`src/mc_pkg.sv`:
```
package mc_pkg;

  // tile coordinates
  localparam int x_cord_width_gp = 4;
  localparam int y_cord_width_gp = 3;

  // payload widths
  localparam int addr_width_gp = 8;
  localparam int data_width_gp = 32;
  localparam int tag_width_gp  = 4;

  // apb register map
  localparam int apb_addr_width_gp = 8;
  localparam logic [apb_addr_width_gp-1:0] cfg_cord_addr_gp  = 8'h00;
  localparam logic [apb_addr_width_gp-1:0] cfg_count_addr_gp = 8'h04;

  typedef enum logic
  {
    mc_op_load_e  = 1'b0
   ,mc_op_store_e = 1'b1
  } mc_op_e;

  typedef enum logic
  {
    mc_status_ok_e  = 1'b0
   ,mc_status_err_e = 1'b1
  } mc_status_e;

  // request, 52 bits
  typedef struct packed
  {
    mc_op_e                     op;
    logic [x_cord_width_gp-1:0] x;
    logic [y_cord_width_gp-1:0] y;
    logic [addr_width_gp-1:0]   addr;
    logic [data_width_gp-1:0]   data;
    logic [tag_width_gp-1:0]    tag;
  } mc_fwd_pkt_s;

  // response, 38 bits
  typedef struct packed
  {
    mc_status_e                 status;
    mc_op_e                     op;
    logic [data_width_gp-1:0]   data;
    logic [tag_width_gp-1:0]    tag;
  } mc_rev_pkt_s;

endpackage

```
`src/mc_link_if.sv`:
```
`timescale 1ns/1ns

// one hop between neighbours: requests go east, responses go west
interface mc_link_if
  import mc_pkg::*;
  ();

  logic        fwd_v;
  mc_fwd_pkt_s fwd_pkt;
  logic        fwd_ready;

  logic        rev_v;
  mc_rev_pkt_s rev_pkt;
  logic        rev_ready;

  // upstream end, sends requests and takes responses
  modport west_side
  (output fwd_v, fwd_pkt
  ,input  fwd_ready
  ,input  rev_v, rev_pkt
  ,output rev_ready
  );

  modport east_side
  (input  fwd_v, fwd_pkt
  ,output fwd_ready
  ,output rev_v, rev_pkt
  ,input  rev_ready
  );

endinterface

```
`src/mc_cfg_regs.sv`:
```
`timescale 1ns/1ns

module mc_cfg_regs
  import mc_pkg::*;
  (input                                mc_clk_i
  ,input                                rst_i

  ,input                                psel_i
  ,input                                penable_i
  ,input                                pwrite_i
  ,input        [apb_addr_width_gp-1:0] paddr_i
  ,input        [data_width_gp-1:0]     pwdata_i
  ,output logic [data_width_gp-1:0]     prdata_o
  ,output logic                         pready_o

  ,input                                rev_sent_i
  ,output logic [y_cord_width_gp-1:0]   my_y_o
  ,output logic [x_cord_width_gp-1:0]   base_x_o
  );

  localparam int cord_width_lp = x_cord_width_gp + y_cord_width_gp;

  logic [cord_width_lp-1:0] cord_r;
  logic [data_width_gp-1:0] count_r;
  logic                     wr_en;

  // write commits at the end of the access phase
  assign wr_en    = psel_i && penable_i && pwrite_i;
  assign pready_o = 1'b1;

  always_ff @(posedge mc_clk_i)
  begin
    if (rst_i)
      cord_r <= '0;
    else if (wr_en && (paddr_i == cfg_cord_addr_gp))
      cord_r <= pwdata_i[cord_width_lp-1:0];
  end

  // completed responses, any write clears
  always_ff @(posedge mc_clk_i)
  begin
    if (rst_i)
      count_r <= '0;
    else if (wr_en && (paddr_i == cfg_count_addr_gp))
      count_r <= '0;
    else if (rev_sent_i)
      count_r <= count_r + 1'b1;
  end

  always_comb
  begin
    prdata_o = '0;
    if (psel_i && !pwrite_i)
    begin
      if (paddr_i == cfg_cord_addr_gp)
        prdata_o = data_width_gp'(cord_r);
      else if (paddr_i == cfg_count_addr_gp)
        prdata_o = count_r;
    end
  end

  // base x low, row y above it
  assign base_x_o = cord_r[x_cord_width_gp-1:0];
  assign my_y_o   = cord_r[cord_width_lp-1:x_cord_width_gp];

endmodule

```
`src/mc_core_complex.sv`:
```
`timescale 1ns/1ns

module mc_core_complex
  import mc_pkg::*;
  #(parameter int num_tiles_p   = 4
   ,parameter int mem_els_p     = 16
   ,parameter int fifo_els_p    = 4
   ,parameter int rev_credits_p = 2
  )
  (input                                mc_clk_i
  ,input                                rst_i

  ,input                                fwd_link_v_i
  ,input  mc_fwd_pkt_s                  fwd_link_data_i
  ,output logic                         fwd_link_token_o

  ,output logic                         rev_link_v_o
  ,output mc_rev_pkt_s                  rev_link_data_o
  ,input                                rev_link_token_i

  ,input                                psel_i
  ,input                                penable_i
  ,input                                pwrite_i
  ,input        [apb_addr_width_gp-1:0] paddr_i
  ,input        [data_width_gp-1:0]     pwdata_i
  ,output logic [data_width_gp-1:0]     prdata_o
  ,output logic                         pready_o
  );

  logic [y_cord_width_gp-1:0] my_y_lo;
  logic [x_cord_width_gp-1:0] base_x_lo;
  logic                       rev_sent_lo;

  // link[0] is endpoint to tile 0, link[i+1] is tile i to tile i+1
  mc_link_if link [num_tiles_p:0] ();

  mc_link_endpoint
    #(.fifo_els_p   (fifo_els_p)
     ,.rev_credits_p(rev_credits_p)
    )
    endpoint
    (.mc_clk_i        (mc_clk_i)
    ,.rst_i           (rst_i)
    ,.fwd_link_v_i    (fwd_link_v_i)
    ,.fwd_link_data_i (fwd_link_data_i)
    ,.fwd_link_token_o(fwd_link_token_o)
    ,.rev_link_v_o    (rev_link_v_o)
    ,.rev_link_data_o (rev_link_data_o)
    ,.rev_link_token_i(rev_link_token_i)
    ,.rev_sent_o      (rev_sent_lo)
    ,.link            (link[0])
    );

  mc_cfg_regs cfg
    (.mc_clk_i  (mc_clk_i)
    ,.rst_i     (rst_i)
    ,.psel_i    (psel_i)
    ,.penable_i (penable_i)
    ,.pwrite_i  (pwrite_i)
    ,.paddr_i   (paddr_i)
    ,.pwdata_i  (pwdata_i)
    ,.prdata_o  (prdata_o)
    ,.pready_o  (pready_o)
    ,.rev_sent_i(rev_sent_lo)
    ,.my_y_o    (my_y_lo)
    ,.base_x_o  (base_x_lo)
    );

  for (genvar i = 0; i < num_tiles_p; i++)
  begin: tile
    mc_tile
      #(.mem_els_p(mem_els_p)
       ,.is_last_p(i == num_tiles_p - 1)
      )
      tile
      (.mc_clk_i(mc_clk_i)
      ,.rst_i   (rst_i)
      ,.my_x_i  (base_x_lo + x_cord_width_gp'(i))
      ,.my_y_i  (my_y_lo)
      ,.west    (link[i])
      ,.east    (link[i+1])
      );
  end

  // tie off the east edge of the last tile
  assign link[num_tiles_p].fwd_ready = 1'b0;
  assign link[num_tiles_p].rev_v     = 1'b0;
  assign link[num_tiles_p].rev_pkt   = '0;

endmodule

```
`src/mc_link_endpoint.sv`:
```
`timescale 1ns/1ns

module mc_link_endpoint
  import mc_pkg::*;
  #(parameter int fifo_els_p    = 4
   ,parameter int rev_credits_p = 2
  )
  (input                mc_clk_i
  ,input                rst_i

  ,input                fwd_link_v_i
  ,input  mc_fwd_pkt_s  fwd_link_data_i
  ,output logic         fwd_link_token_o

  ,output logic         rev_link_v_o
  ,output mc_rev_pkt_s  rev_link_data_o
  ,input                rev_link_token_i

  ,output logic         rev_sent_o

  ,mc_link_if.west_side link
  );

  localparam int ptr_width_lp  = (fifo_els_p > 1) ? $clog2(fifo_els_p) : 1;
  localparam int cnt_width_lp  = $clog2(fifo_els_p + 1);
  localparam int cred_width_lp = $clog2(rev_credits_p + 1);

  mc_fwd_pkt_s fifo_mem [fifo_els_p];

  logic [ptr_width_lp-1:0]  wr_ptr_r, rd_ptr_r;
  logic [cnt_width_lp-1:0]  count_r;
  logic [cred_width_lp-1:0] credits_r;
  logic                     enq, deq, send;
  logic                     rev_v_r;
  mc_rev_pkt_s              rev_pkt_r;

  function automatic logic [ptr_width_lp-1:0] next_ptr(input logic [ptr_width_lp-1:0] ptr);
    if (ptr == ptr_width_lp'(fifo_els_p - 1))
      return '0;
    return ptr + 1'b1;
  endfunction

  // request fifo, a slot frees (and a token returns) on every dequeue
  assign enq = fwd_link_v_i && (count_r != cnt_width_lp'(fifo_els_p));
  assign deq = link.fwd_v && link.fwd_ready;

  assign link.fwd_v      = (count_r != '0);
  assign link.fwd_pkt    = fifo_mem[rd_ptr_r];
  assign fwd_link_token_o = deq;

  always_ff @(posedge mc_clk_i)
  begin
    if (enq)
      fifo_mem[wr_ptr_r] <= fwd_link_data_i;
  end

  always_ff @(posedge mc_clk_i)
  begin
    if (rst_i)
    begin
      wr_ptr_r <= '0;
      rd_ptr_r <= '0;
      count_r  <= '0;
    end
    else
    begin
      if (enq)
        wr_ptr_r <= next_ptr(wr_ptr_r);
      if (deq)
        rd_ptr_r <= next_ptr(rd_ptr_r);
      if (enq && !deq)
        count_r <= count_r + 1'b1;
      else if (!enq && deq)
        count_r <= count_r - 1'b1;
    end
  end

  // response side, credit spent when the packet is taken off the chain
  assign link.rev_ready = (credits_r != '0);
  assign send           = link.rev_v && link.rev_ready;

  always_ff @(posedge mc_clk_i)
  begin
    if (rst_i)
    begin
      credits_r <= cred_width_lp'(rev_credits_p);
      rev_v_r   <= 1'b0;
    end
    else
    begin
      credits_r <= credits_r + cred_width_lp'(rev_link_token_i) - cred_width_lp'(send);
      rev_v_r   <= send;
    end
  end

  always_ff @(posedge mc_clk_i)
  begin
    if (send)
      rev_pkt_r <= link.rev_pkt;
  end

  assign rev_link_v_o    = rev_v_r;
  assign rev_link_data_o = rev_pkt_r;
  assign rev_sent_o      = rev_v_r;

endmodule

```
`src/mc_tile.sv`:
```
`timescale 1ns/1ns

module mc_tile
  import mc_pkg::*;
  #(parameter int mem_els_p = 16
   ,parameter bit is_last_p = 1'b0
  )
  (input                              mc_clk_i
  ,input                              rst_i
  ,input        [x_cord_width_gp-1:0] my_x_i
  ,input        [y_cord_width_gp-1:0] my_y_i

  ,mc_link_if.east_side               west
  ,mc_link_if.west_side               east
  );

  localparam int idx_width_lp = (mem_els_p > 1) ? $clog2(mem_els_p) : 1;

  logic [data_width_gp-1:0] mem_r [mem_els_p];

  logic                    y_match, is_local, route_east;
  logic                    west_fire;
  logic                    east_free, own_free, rev_free;
  logic                    grant_own, grant_east;
  logic                    own_take, east_take;
  logic [idx_width_lp-1:0] mem_idx;

  logic        fwd_v_r;
  mc_fwd_pkt_s fwd_pkt_r;
  logic        own_v_r;
  mc_rev_pkt_s own_pkt_r;
  logic        rev_v_r;
  mc_rev_pkt_s rev_pkt_r;
  logic        last_own_r;

  // dimension-order decode of the incoming request
  assign y_match    = (west.fwd_pkt.y == my_y_i);
  assign is_local   = y_match && (west.fwd_pkt.x == my_x_i);
  assign route_east = y_match && (west.fwd_pkt.x > my_x_i) && !is_last_p;
  assign mem_idx    = west.fwd_pkt.addr[idx_width_lp-1:0];

  assign east_free = !fwd_v_r || east.fwd_ready;
  assign own_free  = !own_v_r || own_take;

  assign west.fwd_ready = route_east ? east_free : own_free;
  assign west_fire      = west.fwd_v && west.fwd_ready;

  // eastbound output register
  always_ff @(posedge mc_clk_i)
  begin
    if (rst_i)
      fwd_v_r <= 1'b0;
    else if (east_free)
      fwd_v_r <= west_fire && route_east;
  end

  always_ff @(posedge mc_clk_i)
  begin
    if (east_free)
      fwd_pkt_r <= west.fwd_pkt;
  end

  assign east.fwd_v   = fwd_v_r;
  assign east.fwd_pkt = fwd_pkt_r;

  // scratchpad access, result lands in the own response register
  always_ff @(posedge mc_clk_i)
  begin
    if (rst_i)
    begin
      for (int i = 0; i < mem_els_p; i++)
        mem_r[i] <= '0;
    end
    else if (west_fire && is_local && (west.fwd_pkt.op == mc_op_store_e))
      mem_r[mem_idx] <= west.fwd_pkt.data;
  end

  always_ff @(posedge mc_clk_i)
  begin
    if (rst_i)
      own_v_r <= 1'b0;
    else if (own_free)
      own_v_r <= west_fire && !route_east;
  end

  always_ff @(posedge mc_clk_i)
  begin
    if (own_free)
    begin
      own_pkt_r.status <= is_local ? mc_status_ok_e : mc_status_err_e;
      own_pkt_r.op     <= west.fwd_pkt.op;
      own_pkt_r.tag    <= west.fwd_pkt.tag;
      if (is_local && (west.fwd_pkt.op == mc_op_load_e))
        own_pkt_r.data <= mem_r[mem_idx];
      else
        own_pkt_r.data <= '0;
    end
  end

  // round robin between own response and traffic from the east
  assign rev_free   = !rev_v_r || west.rev_ready;
  assign grant_own  = own_v_r && (!east.rev_v || !last_own_r);
  assign grant_east = east.rev_v && !grant_own;
  assign own_take   = rev_free && grant_own;
  assign east_take  = rev_free && grant_east;

  assign east.rev_ready = east_take;

  always_ff @(posedge mc_clk_i)
  begin
    if (rst_i)
    begin
      rev_v_r    <= 1'b0;
      last_own_r <= 1'b0;
    end
    else if (rev_free)
    begin
      rev_v_r <= own_take || east_take;
      if (own_take || east_take)
        last_own_r <= own_take;
    end
  end

  always_ff @(posedge mc_clk_i)
  begin
    if (rev_free)
      rev_pkt_r <= own_take ? own_pkt_r : east.rev_pkt;
  end

  assign west.rev_v   = rev_v_r;
  assign west.rev_pkt = rev_pkt_r;

endmodule

```
`config.mk`:
```
export PLATFORM = sky130hd
export DESIGN_NAME = mc_core_complex
export DESIGN_NICKNAME = d
export VERILOG_FILES = /design/src/mc_pkg.sv /design/src/mc_link_if.sv /design/src/mc_cfg_regs.sv /design/src/mc_core_complex.sv /design/src/mc_link_endpoint.sv /design/src/mc_tile.sv
export SDC_FILE = /design/constraint.sdc
export NUM_CORES = 2
export LEC_CHECK = 0
export BUFFER_PORTS_ARGS = -buffer_cell sky130_fd_sc_hd__buf_2
export CAP_MARGIN = 20
export CORE_MARGIN = 2
export CORE_UTILIZATION = 30
export CTS_BUF_LIST = sky130_fd_sc_hd__clkbuf_8 sky130_fd_sc_hd__clkbuf_16
export DETAILED_ROUTE_END_ITERATION = 12
export SETUP_SLACK_MARGIN = 0.3
export SLEW_MARGIN = 40
export SYNTH_ARGS = -nofsm -noshare
export SYNTH_HDL_FRONTEND = slang
export SYNTH_HIERARCHICAL = 1
export SYNTH_SLANG_ARGS = --single-unit
```
`constraint.sdc`:
```
create_clock -name mc_clk_i -period 22.6 [get_ports mc_clk_i]
set_clock_uncertainty 0.05 [all_clocks]
set_input_delay 6.78 -clock mc_clk_i [delete_from_list [all_inputs] [get_ports mc_clk_i]]
set_output_delay 6.78 -clock mc_clk_i [all_outputs]
set_load 0.02 [all_outputs]
```
==> results <==
- The global-route wire length before repair is 484300 um.
- Data on the critical path arrives at its endpoint at 8.58 ns.
- The tree is rooted in a clkbuf_16.
- The number of antenna violations at the first check in global routing is 25.
- The clock passes through at most 4 buffers.
- The number of input and output port buffers inserted is 141.
- The run finished with clean final reports.
- Setup repair after global routing left no endpoint under its margin.
- The via count of the first global-routing pass is 69070.
- Dividing the final minimum period by the clock period gives 68.21%.
- The smallest clock period supported by the final layout is computed as 15.41 ns.
- Detailed placement ended at an HPWL of 195400 um.
- The number of sinks handled by clock tree synthesis is 2792.
- Buffers added to address setup during post-CTS repair amount to 0.
- The register-to-register setup slack is 15.37 ns.
- The startpoint kind of the worst setup timing path is an input port.
- The overall routed net length is 335000 um.
- VDD sags by at most 0.08039 mV.
- The area inside the core boundary is 391400 um^2.
- After detailed routing, the average wire length per cell comes to 25.51 um.
- The final setup violation count is 0.
- Summed over all failing endpoints, the final setup total negative slack is 0 ns.
- The total of fill cells in the finished design is 37420.
- The number of clock buffers added by TritonCTS is 278.
- The final layout contains 7833 nets.
- The total number of vias is 68610.
- The largest fanout on the critical path is 25.
- The synthesis warning total is 6.
- The first TritonRoute pass finished after 6 iterations.
- TritonCTS built the clock tree.
- The final weighted congestion in routability-driven placement is 0.8028.
- Once placement finished, the instance area stood at 125300 um^2.
- The type of the most critical hold path is register to register.
- Timing would allow up to 64.87 MHz.
- By startpoint and endpoint, the worst setup path is classified as input port to output pin.
- Clock latency on the worst-skew pair, taken at its later pin, is 0.88 ns.
- The chip height is 630.3 um.
- For the pin with the worst max-slew slack, the measured transition is 0.8881 ns.
- The total congestion overflow is 0.
- The required time of the critical path is 15.77 ns.
- The total power density per cell area is 111.1 nW/um^2.
- The H-tree was split into 5 levels.
- The finished cells cover 133700 um^2.
- Buffers inserted to repair hold after CTS numbered 0.
- The total number of placement rows is 230.
- The die covers 397300 um^2.
- The total count of hold-check failures in the final report came to 0.
- In the final layout, flip-flops and latches occupy 83180 um^2.
- In this run the tightest slew margin relative to its limit is 40.80%.
- In this run the horizontal extent of the chip is 630.3 um.
- The cell leakage power is 43.47 nW.
- Cells with a size suffix above 1 make up 20.38% of the layout.
- The final-report max-slew violation count is 0.
- In the routed design, unresolved DRC markers number 0.
- The number of instances resized during post-cts repair is 0.
- The iteration-0 DRC count of the detailed router is 8145.
- For this configuration, the core starts out at a cell density of 30.07%.
- During I/O placement, the number of pins put on the boundary was 172.
- In this run the remaining antenna-violating nets after routing total 0.
- Global routing used 16.45% of the available tracks across all layers.
- After clock tree synthesis, the clock-pin slew on the worst setup and hold paths is 0.06 ns.
- Entering global routing, the biggest net connects 145 pins.
- In the final layout, the multi-input gates occupy 32790 um^2.
- The cell area that synthesis handed to floorplanning was 117700 um^2.
- Max-cap violations in this run came to 0.
- STA classifies the critical path endpoint as an output pin.
- Synthesis produced a netlist whose cell count is 7615.
- The area growth from synthesis to layout is 13.57%.
- The detailed-route vias per instance is 5.224.
- A synthesized cell averages 15.46 um^2.
through the flow:
stage | setup slack [ns] | std cells | util, % | total power, mW | hold slack [ns]
3_5_place_dp | 6.905 | 12650 | 32.01 | 10.61 | 0.3545
3_3_place_gp | 6.944 | 12620 | 31.88 | 10.51 | 0.3543
4_1_cts | 6.890 | 13130 | 34.12 | 14.93 | 0.3692
2_1_floorplan | 5.084 | 7655 | - | 9.159 | 0.3503
6_report | 7.185 | 13140 | 34.15 | 14.85 | 0.3676
5_1_grt | 6.893 | 13130 | 34.15 | 15.40 | 0.3716
worst paths after layout:
check,end,cells after the start,startpoint
setup reg to reg,tile[3].tile/mem_r[15][11]$_SDFFCE_PN0P_,24,endpoint/credits_r[1]$_SDFF_PP1_
setup / recovery,prdata_o[27],6,paddr_i[5]
hold reg to reg,endpoint/rev_link_data_o[12]$_DFFE_PP_,0,tile[0].tile/west.rev_pkt[12]$_DFFE_PP_
hold / removal,endpoint/rev_link_data_o[12]$_DFFE_PP_,0,tile[0].tile/west.rev_pkt[12]$_DFFE_PP_
per-layer routing:
layer / share of wire (%) / global-route usage [%] / wire length, um / vias to the layer above
met3: 8.4 / 2.383 / 28150 / 621
li1: - / - / - / 28980
met4: 3.2 / 5.260 / 10710 / 8
met5: 0.016 / 0 / 52 / -
met2: 49 / 27.61 / 163400 / 3456
met1: 40 / 21.95 / 132700 / 35540
cell type report:
type / count / area share (%)
Antenna cell: 6 / 0.01123
Clock inverter: 197 / 0.8687
Sequential cell: 2792 / 62.23
Clock buffer: 284 / 5.317
Inverter: 44 / 0.1273
Tap cell: 5220 / 4.886
Multi-Input combinational cell: 4238 / 24.53
Timing Repair Buffer: 354 / 2.030
cells in the final DEF (no fill, tap or decap), types with 141 or more instances in the layout:
master,instances
buf_2,141
mux2i_1,199
nand2_1,576
nor3_1,436
mux2_2,156
clkbuf_16,284
buf_4,160
mux4_2,557
nor2_1,1575
edfxtp_1,2726
where the power goes:
| part | switching, mW | internal (mW) | total (mW) | leakage, nW |
|---|---|---|---|---|
| Clock | 1.95 | 2.40 | 4.35 | 4.36 |
| Sequential | 0.406 | 6.17 | 6.58 | 28.7 |
| Combinational | 2.49 | 1.44 | 3.93 | 10.4 |
sequential cells by signal (all words and copies together), names as in the netlist, 3 cells and up, named ones only:
register / cells
tile.tile/mem_r: 2048
endpoint/fifo_mem: 192
tile.tile/own_pkt_r: 152
tile.tile/west.rev_pkt: 152
tile.tile/east.fwd_pkt: 144
endpoint/rev_link_data_o: 38
cfg/count_r: 32
cfg/cord_r: 7
tile.tile/last_own_r: 4
tile.tile/own_v_r: 4
tile.tile/west.rev_v: 4
endpoint/count_r: 3
tile.tile/east.fwd_v: 3
worst max-delay path: stages:
cell and delay, ns:
buf_2 0.10, nor4_1 0.35, and2_1 0.37, nor2b_2 0.59, and2_1 0.22, buf_2 0.17
Power figures use the tool's default switching activity.
